--- config.mk ---
export PLATFORM = sky130hd
export DESIGN_NAME = ex_stage
export DESIGN_NICKNAME = d
export VERILOG_FILES = /design/src/common/ex_pkg.sv /design/src/common/rnn_pkg.sv /design/src/source/ex_alu.sv /design/src/mult/ex_mult.sv /design/src/source/rnn_spr_file.sv /design/src/source/ex_writeback.sv /design/src/source/ex_stage.sv
export SDC_FILE = /design/constraint.sdc
export NUM_CORES = 2
export LEC_CHECK = 0
export ABC_AREA = 1
export BUFFER_PORTS_ARGS = -buffer_cell sky130_fd_sc_hd__buf_2
export CAP_MARGIN = 30
export CORE_MARGIN = 4
export CORE_UTILIZATION = 50
export CTS_CLUSTER_DIAMETER = 30
export DETAILED_ROUTE_END_ITERATION = 8
export PLACE_DENSITY = 0.7
export SLEW_MARGIN = 20
export SYNTH_ARGS = -nofsm -noshare
export SYNTH_HDL_FRONTEND = slang
export SYNTH_SLANG_ARGS = --single-unit
--- constraint.sdc ---
create_clock -name clk -period 10.8 [get_ports clk]
set_input_delay 1.08 -clock clk [delete_from_list [all_inputs] [get_ports clk]]
set_output_delay 1.08 -clock clk [all_outputs]
set_load 0.005 [all_outputs]
--- src/common/ex_pkg.sv ---
package ex_pkg;

  // Datapath widths
  localparam int unsigned xlen       = 32;
  localparam int unsigned reg_addr_w = 6;   // GPR plus FP bank select

  ////////////////////////////////////////////////////////////////////////////
  // ALU opcodes

  typedef enum logic [3:0] {
    ALU_ADD  = 4'd0,
    ALU_SUB  = 4'd1,
    ALU_AND  = 4'd2,
    ALU_OR   = 4'd3,
    ALU_XOR  = 4'd4,
    ALU_SLL  = 4'd5,
    ALU_SRL  = 4'd6,
    ALU_SRA  = 4'd7,
    ALU_SLT  = 4'd8,
    ALU_SLTU = 4'd9,
    ALU_EQ   = 4'd10,   // Branch comparisons from here on
    ALU_NE   = 4'd11,
    ALU_LT   = 4'd12,
    ALU_GE   = 4'd13
  } alu_op_e;

  ////////////////////////////////////////////////////////////////////////////
  // Multiplier opcodes

  typedef enum logic [1:0] {
    MULT_MUL   = 2'd0,
    MULT_MAC   = 2'd1,
    MULT_DOT8  = 2'd2,  // Four signed byte lanes
    MULT_DOT16 = 2'd3   // Two signed halfword lanes
  } mult_op_e;

endpackage

--- src/common/rnn_pkg.sv ---
package rnn_pkg;

  // Special-purpose registers of the network extension
  localparam int unsigned n_wspr = 4;   // Weight registers
  localparam int unsigned n_aspr = 2;   // Activation registers

  localparam int unsigned wspr_sel_w = 2;
  localparam int unsigned aspr_sel_w = 1;

  // Load target fields from the decoder
  // Bit 0 is the write enable, the upper bits pick the register
  localparam int unsigned tosprw_w = 3;
  localparam int unsigned tospra_w = 2;

endpackage

--- src/source/ex_alu.sv ---
`timescale 1ns/1ps

module ex_alu (
  input  ex_pkg::alu_op_e            operator_i,
  input  logic [ex_pkg::xlen-1:0]    operand_a_i,
  input  logic [ex_pkg::xlen-1:0]    operand_b_i,
  output logic [ex_pkg::xlen-1:0]    result_o,
  output logic                       comparison_result_o
);

  import ex_pkg::*;

  logic [4:0] shamt;
  logic       is_equal;
  logic       lt_signed;
  logic       lt_unsigned;

  assign shamt       = operand_b_i[4:0];
  assign is_equal    = (operand_a_i == operand_b_i);
  assign lt_signed   = ($signed(operand_a_i) < $signed(operand_b_i));
  assign lt_unsigned = (operand_a_i < operand_b_i);

  // Branch comparison, only meaningful for the branch opcodes
  always_comb begin
    case (operator_i)
      ALU_EQ:  comparison_result_o = is_equal;
      ALU_NE:  comparison_result_o = ~is_equal;
      ALU_LT:  comparison_result_o = lt_signed;
      ALU_GE:  comparison_result_o = ~lt_signed;
      default: comparison_result_o = 1'b0;
    endcase
  end

  always_comb begin
    case (operator_i)
      ALU_ADD:  result_o = operand_a_i + operand_b_i;
      ALU_SUB:  result_o = operand_a_i - operand_b_i;
      ALU_AND:  result_o = operand_a_i & operand_b_i;
      ALU_OR:   result_o = operand_a_i | operand_b_i;
      ALU_XOR:  result_o = operand_a_i ^ operand_b_i;
      ALU_SLL:  result_o = operand_a_i << shamt;
      ALU_SRL:  result_o = operand_a_i >> shamt;
      ALU_SRA:  result_o = $unsigned($signed(operand_a_i) >>> shamt);
      ALU_SLT:  result_o = {{(xlen-1){1'b0}}, lt_signed};
      ALU_SLTU: result_o = {{(xlen-1){1'b0}}, lt_unsigned};
      // Comparisons also land in bit 0 of the result
      ALU_EQ, ALU_NE, ALU_LT, ALU_GE: begin
        result_o = {{(xlen-1){1'b0}}, comparison_result_o};
      end
      default:  result_o = '0;
    endcase
  end

endmodule

--- src/mult/ex_mult.sv ---
`timescale 1ns/1ps

module ex_mult (
  input  ex_pkg::mult_op_e           operator_i,
  input  logic [ex_pkg::xlen-1:0]    op_a_i,
  input  logic [ex_pkg::xlen-1:0]    op_b_i,
  input  logic [ex_pkg::xlen-1:0]    op_c_i,
  input  logic [ex_pkg::xlen-1:0]    dot_op_a_i,
  input  logic [ex_pkg::xlen-1:0]    dot_op_b_i,
  input  logic                       dot_spr_operand_i,
  input  logic [ex_pkg::xlen-1:0]    wspr_i,
  input  logic [ex_pkg::xlen-1:0]    aspr_i,
  output logic [ex_pkg::xlen-1:0]    result_o
);

  import ex_pkg::*;

  logic        [xlen-1:0] dot_a;
  logic        [xlen-1:0] dot_b;
  logic        [xlen-1:0] mul_low;
  logic signed [xlen-1:0] dot8_sum;
  logic signed [xlen-1:0] dot16_sum;

  // Activations on a, weights on b when the SPRs feed the dot product
  assign dot_a = dot_spr_operand_i ? aspr_i : dot_op_a_i;
  assign dot_b = dot_spr_operand_i ? wspr_i : dot_op_b_i;

  assign mul_low = op_a_i * op_b_i;   // Low word only

  ////////////////////////////////////////////////////////////////////////////
  // Packed signed dot products

  always_comb begin : dot8_lanes
    logic signed [15:0] lane_prod;
    dot8_sum = $signed(op_c_i);
    for (int i = 0; i < 4; i++) begin
      lane_prod = $signed(dot_a[8*i +: 8]) * $signed(dot_b[8*i +: 8]);
      dot8_sum  = dot8_sum + lane_prod;   // Sign extends to 32 bits
    end
  end

  always_comb begin : dot16_lanes
    logic signed [31:0] lane_prod;
    dot16_sum = $signed(op_c_i);
    for (int i = 0; i < 2; i++) begin
      lane_prod = $signed(dot_a[16*i +: 16]) * $signed(dot_b[16*i +: 16]);
      dot16_sum = dot16_sum + lane_prod;
    end
  end

  always_comb begin
    case (operator_i)
      MULT_MUL:   result_o = mul_low;
      MULT_MAC:   result_o = mul_low + op_c_i;
      MULT_DOT8:  result_o = $unsigned(dot8_sum);
      MULT_DOT16: result_o = $unsigned(dot16_sum);
      default:    result_o = '0;
    endcase
  end

endmodule

--- src/source/rnn_spr_file.sv ---
`timescale 1ns/1ps

module rnn_spr_file (
  input  logic                             clk,
  input  logic                             rst_n,
  input  logic [ex_pkg::xlen-1:0]          wdata_i,
  input  logic                             wspr_we_i,
  input  logic [rnn_pkg::wspr_sel_w-1:0]   wspr_waddr_i,
  input  logic                             aspr_we_i,
  input  logic [rnn_pkg::aspr_sel_w-1:0]   aspr_waddr_i,
  input  logic [rnn_pkg::wspr_sel_w-1:0]   wspr_raddr_i,
  input  logic [rnn_pkg::aspr_sel_w-1:0]   aspr_raddr_i,
  output logic [ex_pkg::xlen-1:0]          wspr_o,
  output logic [ex_pkg::xlen-1:0]          aspr_o
);

  import ex_pkg::*;
  import rnn_pkg::*;

  logic [xlen-1:0] wspr_q [n_wspr];
  logic [xlen-1:0] aspr_q [n_aspr];

  always_ff @(posedge clk or negedge rst_n) begin
    if (!rst_n) begin
      for (int i = 0; i < n_wspr; i++) begin
        wspr_q[i] <= '0;
      end
      for (int i = 0; i < n_aspr; i++) begin
        aspr_q[i] <= '0;
      end
    end else begin
      if (wspr_we_i) wspr_q[wspr_waddr_i] <= wdata_i;   // Weight load
      if (aspr_we_i) aspr_q[aspr_waddr_i] <= wdata_i;   // Activation load
    end
  end

  // Read ports feed the dot product directly
  assign wspr_o = wspr_q[wspr_raddr_i];
  assign aspr_o = aspr_q[aspr_raddr_i];

endmodule

--- src/source/ex_writeback.sv ---
`timescale 1ns/1ps

module ex_writeback (
  input  logic                             clk,
  input  logic                             rst_n,
  input  logic                             alu_en_i,
  input  logic                             mult_en_i,
  input  logic                             csr_access_i,
  input  logic                             lsu_en_i,
  input  logic                             dot_spr_operand_i,
  input  logic [ex_pkg::xlen-1:0]          alu_result_i,
  input  logic [ex_pkg::xlen-1:0]          mult_result_i,
  input  logic [ex_pkg::xlen-1:0]          csr_rdata_i,
  input  logic                             regfile_alu_we_i,
  input  logic [ex_pkg::reg_addr_w-1:0]    regfile_alu_waddr_i,
  input  logic                             regfile_we_i,
  input  logic [ex_pkg::reg_addr_w-1:0]    regfile_waddr_i,
  input  logic [rnn_pkg::tosprw_w-1:0]     lsu_tosprw_ex_i,
  input  logic [rnn_pkg::tospra_w-1:0]     lsu_tospra_ex_i,
  input  logic [ex_pkg::xlen-1:0]          lsu_rdata_i,
  input  logic                             lsu_err_i,
  input  logic                             lsu_ready_ex_i,
  input  logic                             wb_ready_i,
  input  logic                             branch_in_ex_i,
  output logic                             regfile_alu_we_fw_o,
  output logic [ex_pkg::reg_addr_w-1:0]    regfile_alu_waddr_fw_o,
  output logic [ex_pkg::xlen-1:0]          regfile_alu_wdata_fw_o,
  output logic                             regfile_we_wb_o,
  output logic [ex_pkg::reg_addr_w-1:0]    regfile_waddr_wb_o,
  output logic [ex_pkg::xlen-1:0]          regfile_wdata_wb_o,
  output logic                             wspr_we_o,
  output logic [rnn_pkg::wspr_sel_w-1:0]   wspr_waddr_o,
  output logic                             aspr_we_o,
  output logic [rnn_pkg::aspr_sel_w-1:0]   aspr_waddr_o,
  output logic                             compute_load_vliw_o,
  output logic                             ex_ready_o,
  output logic                             ex_valid_o
);

  import ex_pkg::*;
  import rnn_pkg::*;

  logic                  load_compute;
  logic                  regfile_we_lsu;
  logic [reg_addr_w-1:0] regfile_waddr_lsu;
  logic [tosprw_w-1:0]   tosprw_wb;
  logic [tospra_w-1:0]   tospra_wb;
  logic                  dot_spr_operand_wb;
  logic [xlen-1:0]       mult_result_q;

  // Dot on SPRs issued alongside a load
  assign load_compute        = dot_spr_operand_i & mult_en_i;
  assign compute_load_vliw_o = load_compute;

  ////////////////////////////////////////////////////////////////////////////
  // Forwarding port

  assign regfile_alu_we_fw_o    = regfile_alu_we_i;
  assign regfile_alu_waddr_fw_o = regfile_alu_waddr_i;

  always_comb begin
    regfile_alu_wdata_fw_o = '0;
    if (load_compute) begin
      regfile_alu_wdata_fw_o = alu_result_i;   // Dot result goes out via WB
    end else if (csr_access_i) begin
      regfile_alu_wdata_fw_o = csr_rdata_i;
    end else if (mult_en_i) begin
      regfile_alu_wdata_fw_o = mult_result_i;
    end else if (alu_en_i) begin
      regfile_alu_wdata_fw_o = alu_result_i;
    end
  end

  ////////////////////////////////////////////////////////////////////////////
  // EX/WB pipeline register

  always_ff @(posedge clk or negedge rst_n) begin
    if (!rst_n) begin
      regfile_we_lsu     <= 1'b0;
      regfile_waddr_lsu  <= '0;
      tosprw_wb          <= '0;
      tospra_wb          <= '0;
      dot_spr_operand_wb <= 1'b0;
      mult_result_q      <= '0;
    end else if (ex_valid_o) begin
      regfile_we_lsu     <= regfile_we_i & ~lsu_err_i;
      tosprw_wb          <= lsu_tosprw_ex_i;
      tospra_wb          <= lsu_tospra_ex_i;
      dot_spr_operand_wb <= dot_spr_operand_i;
      mult_result_q      <= mult_result_i;
      if (regfile_we_i && !lsu_err_i) begin
        regfile_waddr_lsu <= regfile_waddr_i;   // Keep last good load address
      end
    end else if (wb_ready_i) begin
      regfile_we_lsu <= 1'b0;   // Bubble into WB
    end
  end

  // WB port, load data or the delayed dot result
  assign regfile_we_wb_o    = regfile_we_lsu;
  assign regfile_waddr_wb_o = regfile_waddr_lsu;
  assign regfile_wdata_wb_o = dot_spr_operand_wb ? mult_result_q : lsu_rdata_i;

  // SPR strobes, load data is written at the end of the WB cycle
  assign wspr_we_o    = regfile_we_lsu & tosprw_wb[0];
  assign wspr_waddr_o = tosprw_wb[tosprw_w-1:1];
  assign aspr_we_o    = regfile_we_lsu & tospra_wb[0];
  assign aspr_waddr_o = tospra_wb[tospra_w-1:1];

  // Branches finish here, so ready ignores the downstream stall for them
  assign ex_ready_o = (lsu_ready_ex_i & wb_ready_i) | branch_in_ex_i;
  assign ex_valid_o = (alu_en_i | mult_en_i | csr_access_i | lsu_en_i)
                      & lsu_ready_ex_i & wb_ready_i;

endmodule

--- src/source/ex_stage.sv ---
`timescale 1ns/1ps

module ex_stage (
  input  logic                             clk,
  input  logic                             rst_n,
  // ALU from ID
  input  ex_pkg::alu_op_e                  alu_operator_i,
  input  logic [ex_pkg::xlen-1:0]          alu_operand_a_i,
  input  logic [ex_pkg::xlen-1:0]          alu_operand_b_i,
  input  logic [ex_pkg::xlen-1:0]          alu_operand_c_i,
  input  logic                             alu_en_i,
  // Multiplier from ID
  input  ex_pkg::mult_op_e                 mult_operator_i,
  input  logic [ex_pkg::xlen-1:0]          mult_operand_a_i,
  input  logic [ex_pkg::xlen-1:0]          mult_operand_b_i,
  input  logic [ex_pkg::xlen-1:0]          mult_operand_c_i,
  input  logic                             mult_en_i,
  input  logic [ex_pkg::xlen-1:0]          mult_dot_op_a_i,
  input  logic [ex_pkg::xlen-1:0]          mult_dot_op_b_i,
  input  logic                             dot_spr_operand_i,
  // LSU
  input  logic                             lsu_en_i,
  input  logic [ex_pkg::xlen-1:0]          lsu_rdata_i,
  input  logic [rnn_pkg::tosprw_w-1:0]     lsu_tosprw_ex_i,
  input  logic [rnn_pkg::tospra_w-1:0]     lsu_tospra_ex_i,
  input  logic                             lsu_ready_ex_i,
  input  logic                             lsu_err_i,
  output logic                             compute_load_vliw_o,
  // Register file controls
  input  logic                             branch_in_ex_i,
  input  logic [ex_pkg::reg_addr_w-1:0]    regfile_alu_waddr_i,
  input  logic                             regfile_alu_we_i,
  input  logic                             regfile_we_i,
  input  logic [ex_pkg::reg_addr_w-1:0]    regfile_waddr_i,
  input  logic                             csr_access_i,
  input  logic [ex_pkg::xlen-1:0]          csr_rdata_i,
  // To WB
  output logic [ex_pkg::reg_addr_w-1:0]    regfile_waddr_wb_o,
  output logic                             regfile_we_wb_o,
  output logic [ex_pkg::xlen-1:0]          regfile_wdata_wb_o,
  // Forwarding to ID
  output logic [ex_pkg::reg_addr_w-1:0]    regfile_alu_waddr_fw_o,
  output logic                             regfile_alu_we_fw_o,
  output logic [ex_pkg::xlen-1:0]          regfile_alu_wdata_fw_o,
  // To IF
  output logic [ex_pkg::xlen-1:0]          jump_target_o,
  output logic                             branch_decision_o,
  // Stall control
  output logic                             ex_ready_o,
  output logic                             ex_valid_o,
  input  logic                             wb_ready_i
);

  import ex_pkg::*;
  import rnn_pkg::*;

  logic [xlen-1:0]       alu_result;
  logic                  alu_cmp_result;
  logic [xlen-1:0]       mult_result;
  logic [xlen-1:0]       wspr;
  logic [xlen-1:0]       aspr;
  logic                  wspr_we;
  logic [wspr_sel_w-1:0] wspr_waddr;
  logic                  aspr_we;
  logic [aspr_sel_w-1:0] aspr_waddr;

  assign branch_decision_o = alu_cmp_result;
  assign jump_target_o     = alu_operand_c_i;

  ex_alu u_alu (
    .operator_i          (alu_operator_i),
    .operand_a_i         (alu_operand_a_i),
    .operand_b_i         (alu_operand_b_i),
    .result_o            (alu_result),
    .comparison_result_o (alu_cmp_result)
  );

  ex_mult u_mult (
    .operator_i        (mult_operator_i),
    .op_a_i            (mult_operand_a_i),
    .op_b_i            (mult_operand_b_i),
    .op_c_i            (mult_operand_c_i),
    .dot_op_a_i        (mult_dot_op_a_i),
    .dot_op_b_i        (mult_dot_op_b_i),
    .dot_spr_operand_i (dot_spr_operand_i),
    .wspr_i            (wspr),
    .aspr_i            (aspr),
    .result_o          (mult_result)
  );

  // SPR read index comes from the target fields of the current instruction
  rnn_spr_file u_spr (
    .clk          (clk),
    .rst_n        (rst_n),
    .wdata_i      (lsu_rdata_i),
    .wspr_we_i    (wspr_we),
    .wspr_waddr_i (wspr_waddr),
    .aspr_we_i    (aspr_we),
    .aspr_waddr_i (aspr_waddr),
    .wspr_raddr_i (lsu_tosprw_ex_i[tosprw_w-1:1]),
    .aspr_raddr_i (lsu_tospra_ex_i[tospra_w-1:1]),
    .wspr_o       (wspr),
    .aspr_o       (aspr)
  );

  ex_writeback u_wb (
    .clk                    (clk),
    .rst_n                  (rst_n),
    .alu_en_i               (alu_en_i),
    .mult_en_i              (mult_en_i),
    .csr_access_i           (csr_access_i),
    .lsu_en_i               (lsu_en_i),
    .dot_spr_operand_i      (dot_spr_operand_i),
    .alu_result_i           (alu_result),
    .mult_result_i          (mult_result),
    .csr_rdata_i            (csr_rdata_i),
    .regfile_alu_we_i       (regfile_alu_we_i),
    .regfile_alu_waddr_i    (regfile_alu_waddr_i),
    .regfile_we_i           (regfile_we_i),
    .regfile_waddr_i        (regfile_waddr_i),
    .lsu_tosprw_ex_i        (lsu_tosprw_ex_i),
    .lsu_tospra_ex_i        (lsu_tospra_ex_i),
    .lsu_rdata_i            (lsu_rdata_i),
    .lsu_err_i              (lsu_err_i),
    .lsu_ready_ex_i         (lsu_ready_ex_i),
    .wb_ready_i             (wb_ready_i),
    .branch_in_ex_i         (branch_in_ex_i),
    .regfile_alu_we_fw_o    (regfile_alu_we_fw_o),
    .regfile_alu_waddr_fw_o (regfile_alu_waddr_fw_o),
    .regfile_alu_wdata_fw_o (regfile_alu_wdata_fw_o),
    .regfile_we_wb_o        (regfile_we_wb_o),
    .regfile_waddr_wb_o     (regfile_waddr_wb_o),
    .regfile_wdata_wb_o     (regfile_wdata_wb_o),
    .wspr_we_o              (wspr_we),
    .wspr_waddr_o           (wspr_waddr),
    .aspr_we_o              (aspr_we),
    .aspr_waddr_o           (aspr_waddr),
    .compute_load_vliw_o    (compute_load_vliw_o),
    .ex_ready_o             (ex_ready_o),
    .ex_valid_o             (ex_valid_o)
  );

endmodule

==> results.toml <==
[logic_synthesis]
syn_avg_cell_area_sq_um = 7.73
ys_top_cells_by_area = "fa_1, inv_1, nand2_1"
yosysSeqAreaShare_pct = 7.99
synth_top_cell_by_area = "fa_1"
synthCells = 9602
async_flop_share_pct = 100
synth_cell_types = 78
synth-edff-count = 0
ys_ff_latch = 237
syn_area_sq_um = 74200
ys.flop_type = "dfrtp_1"
yosysTopAreaCellShare_pct = 40.2
synth_nets = 12000
yosysWarnings = 0

[global_routing]
grt_pass1_wl_mm = 446
track_usage_pct = 38.4
grt_pass1_vias = 71700
antenna_found_initial = 12
grt-ovfl-total = 0
grt_max_degree = 105

[critical_path]
endpoint_kind = "output pin"
criticalPathCategory = "in2out"
crit_top_cell = "fa_1"
startpoint_type = "primary input"
worst-path-max-fanout = 11
slowest_delay_ns = 0.64
cp.arrival_ns = 9.54
crit_required_ns = 9.72
cp_slowest_cell = "fa_2"

[detailed_routing]
viasPerCell = 5.46
vias = 69100
final_antenna_net_count = 0
wl_mm = 300
drt_iter0_drc = 6276
wl_per_cell_um = 23.7
drtPass1Iterations = 6
drc = 0

[placed_design]
dp_hpwl_mm = 262
gp_congestion = 1.10
port_buffers = 391

[final_layout]
drive_gt1_share_pct = 18.2
final_common_cell = "inv_1"
fin_nets = 13100
syn_to_final_growth_pct = 19.2
final_cell_mix = "inv_1, nand2_1, fa_1"

[clock_network]
clockBufferDepth = 3
cts-htree-levels = 1
cts_tree = "built"
clock_sinks = 237
cts_hold_buf = 0
root_buffer = "clkbuf_16"
clk_latency_ns = 0.57
clkTransAtPathRegs_ns = 0.06
cts_buffers = 30

[die]
die-width_um = 393
die_h_um = 393
ios = 470
die-area_sq_um = 155000
coreArea_sq_um = 148000
rows = 141
start_util_pct = 50.3

[sta]
hold_violations = 0
slew_headroom_pct = 30.7
fin_skew_ns = 0.0175
period_minus_slack_ns = 10.62
finalMaxSlewViolations = 0
max_freq_ghz = 0.0942
finalSetupTns_ns = 0
finalSetupViolCount = 0
max_slew.worst_pin.slew_ns = 1.01
timing.hold.ws_ns = 0.483
rsz0062_at_grt = "yes"
post-route-period-util_pct = 98.3

[flow_run]
maxCapViolations = 0

[min_path]
min_path_type = "reg2reg"

[outcome]
outcome = "completed"
## metrics by stage
stage / cell area (sq um) / setup WS, ns / cells / utilization [%]
floorplan: 74300 / 0.124 / 9602 / -
global placement: 85000 / -0.635 / 12500 / 57.6
detailed placement: 85000 / -0.674 / 12500 / 57.6
CTS: 86600 / 0.00593 / 12600 / 58.6
global route: 88500 / -0.0880 / 12700 / 59.9
finish: 88500 / 0.183 / 12700 / 59.9
## state kept, by name, indices dropped and copies added (netlist names)
| register | count |
|---|---|
| u_spr.aspr_q | 64 |
| u_wb.mult_result_q | 32 |
| u_wb.dot_spr_operand_wb | 1 |
| u_wb.tospra_wb | 2 |
| u_wb.regfile_we_wb_o | 1 |
| u_spr.wspr_q | 128 |
| u_wb.regfile_waddr_wb_o | 6 |
| u_wb.tosprw_wb | 3 |
## cells by family after synthesis
kind of cell             Yosys count  share of synthesized area [%]
AND/OR/NAND/NOR                 2909                           15.7
XOR/XNOR                          96                           1.13
flip-flops                       237                           7.99
multiplexers                      12                          0.172
buffers and inverters           2951                           15.4
adder cells (fa/ha/maj)         2002                           48.8
AO/OA/AOI/OAI                   1395                           10.8
## final cells by class
type,count,area (sq um)
Timing Repair Buffer,1446,11000
Clock inverter,23,255
Sequential cell,237,5930
Antenna cell,9,22.5
Clock buffer,33,793
Fill cell,13500,59200
Multi-Input combinational cell,6414,58300
Inverter,2568,9700
Tap cell,1930,2410
## synth_stat cells, drive strengths merged (8+ instances only)
cell type     n
nand3       204
ha          511
o21ai       705
clkinv       16
nor4         19
clkbuf      238
fa         1491
xor2         47
xnor2        49
a211oi       15
inv        2552
dfrtp       237
nor3         33
a21boi       15
nand3b        8
nand4        45
nand2      1981
or2          32
o211ai       56
o311ai       32
a31oi         8
a21oi       381
nor2        579
o2111ai      31
o22ai        19
a21o         12
buf         145
o21bai       10
o31ai        11
o21a         46
a221oi       16
## critical path, delay by kind of cell
kind / cells / cell delay, ns
xor gates and xnor gates: 1 / 0.27
and+or+nand+nor: 3 / 0.37
adders and majority gates: 9 / 4.41
AOI/OAI and AO/OA: 10 / 1.63
buffers and inverters: 14 / 1.73
## per-layer routing
| metal | routed length, um | track usage (%) | share of wire [%] |
|---|---|---|---|
| met5 | 48 | 0 | 0.016 |
| met4 | 25000 | 24.4 | 8.3 |
| met3 | 20700 | 4.73 | 6.9 |
| met2 | 142000 | 64.0 | 47 |
| met1 | 112000 | 47.4 | 37 |
## timing repair
| action | CTS | global route |
|---|---|---|
| pin swaps | 19 | 152 |
| resized for setup | 127 | 411 |
| buffers inserted | 8 | 54 |
| gates cloned | 0 | 4 |
| endpoints found under the hold margin | 0 | 0 |
| setup endpoints to repair | 22 | 22 |
## worst paths after layout
kind / from / slack (ns) / cells after the start / endpoint
worst max-delay path: lsu_tosprw_ex_i[1] / 0.18 / 37 / regfile_alu_wdata_fw_o[16]
worst min-delay path: u_wb.mult_result_q[30]$_DFFE_PN0P_ / 0.48 / 2 / u_wb.mult_result_q[30]$_DFFE_PN0P_
worst max register to register: u_spr.aspr_q[47]$_DFFE_PN0P_ / 2.23 / 40 / u_wb.mult_result_q[31]$_DFFE_PN0P_
worst min register to register: u_wb.mult_result_q[30]$_DFFE_PN0P_ / 0.48 / 2 / u_wb.mult_result_q[30]$_DFFE_PN0P_
max in group asynchronous: rst_n / 9.01 / 2 / u_spr.aspr_q[33]$_DFFE_PN0P_
min in group asynchronous: rst_n / 0.54 / 1 / u_spr.wspr_q[1]$_DFFE_PN0P_
Power is left out: the tool's default activity adds up to more than one toggle a clock period on the data nets, which glitch-free logic cannot reach.
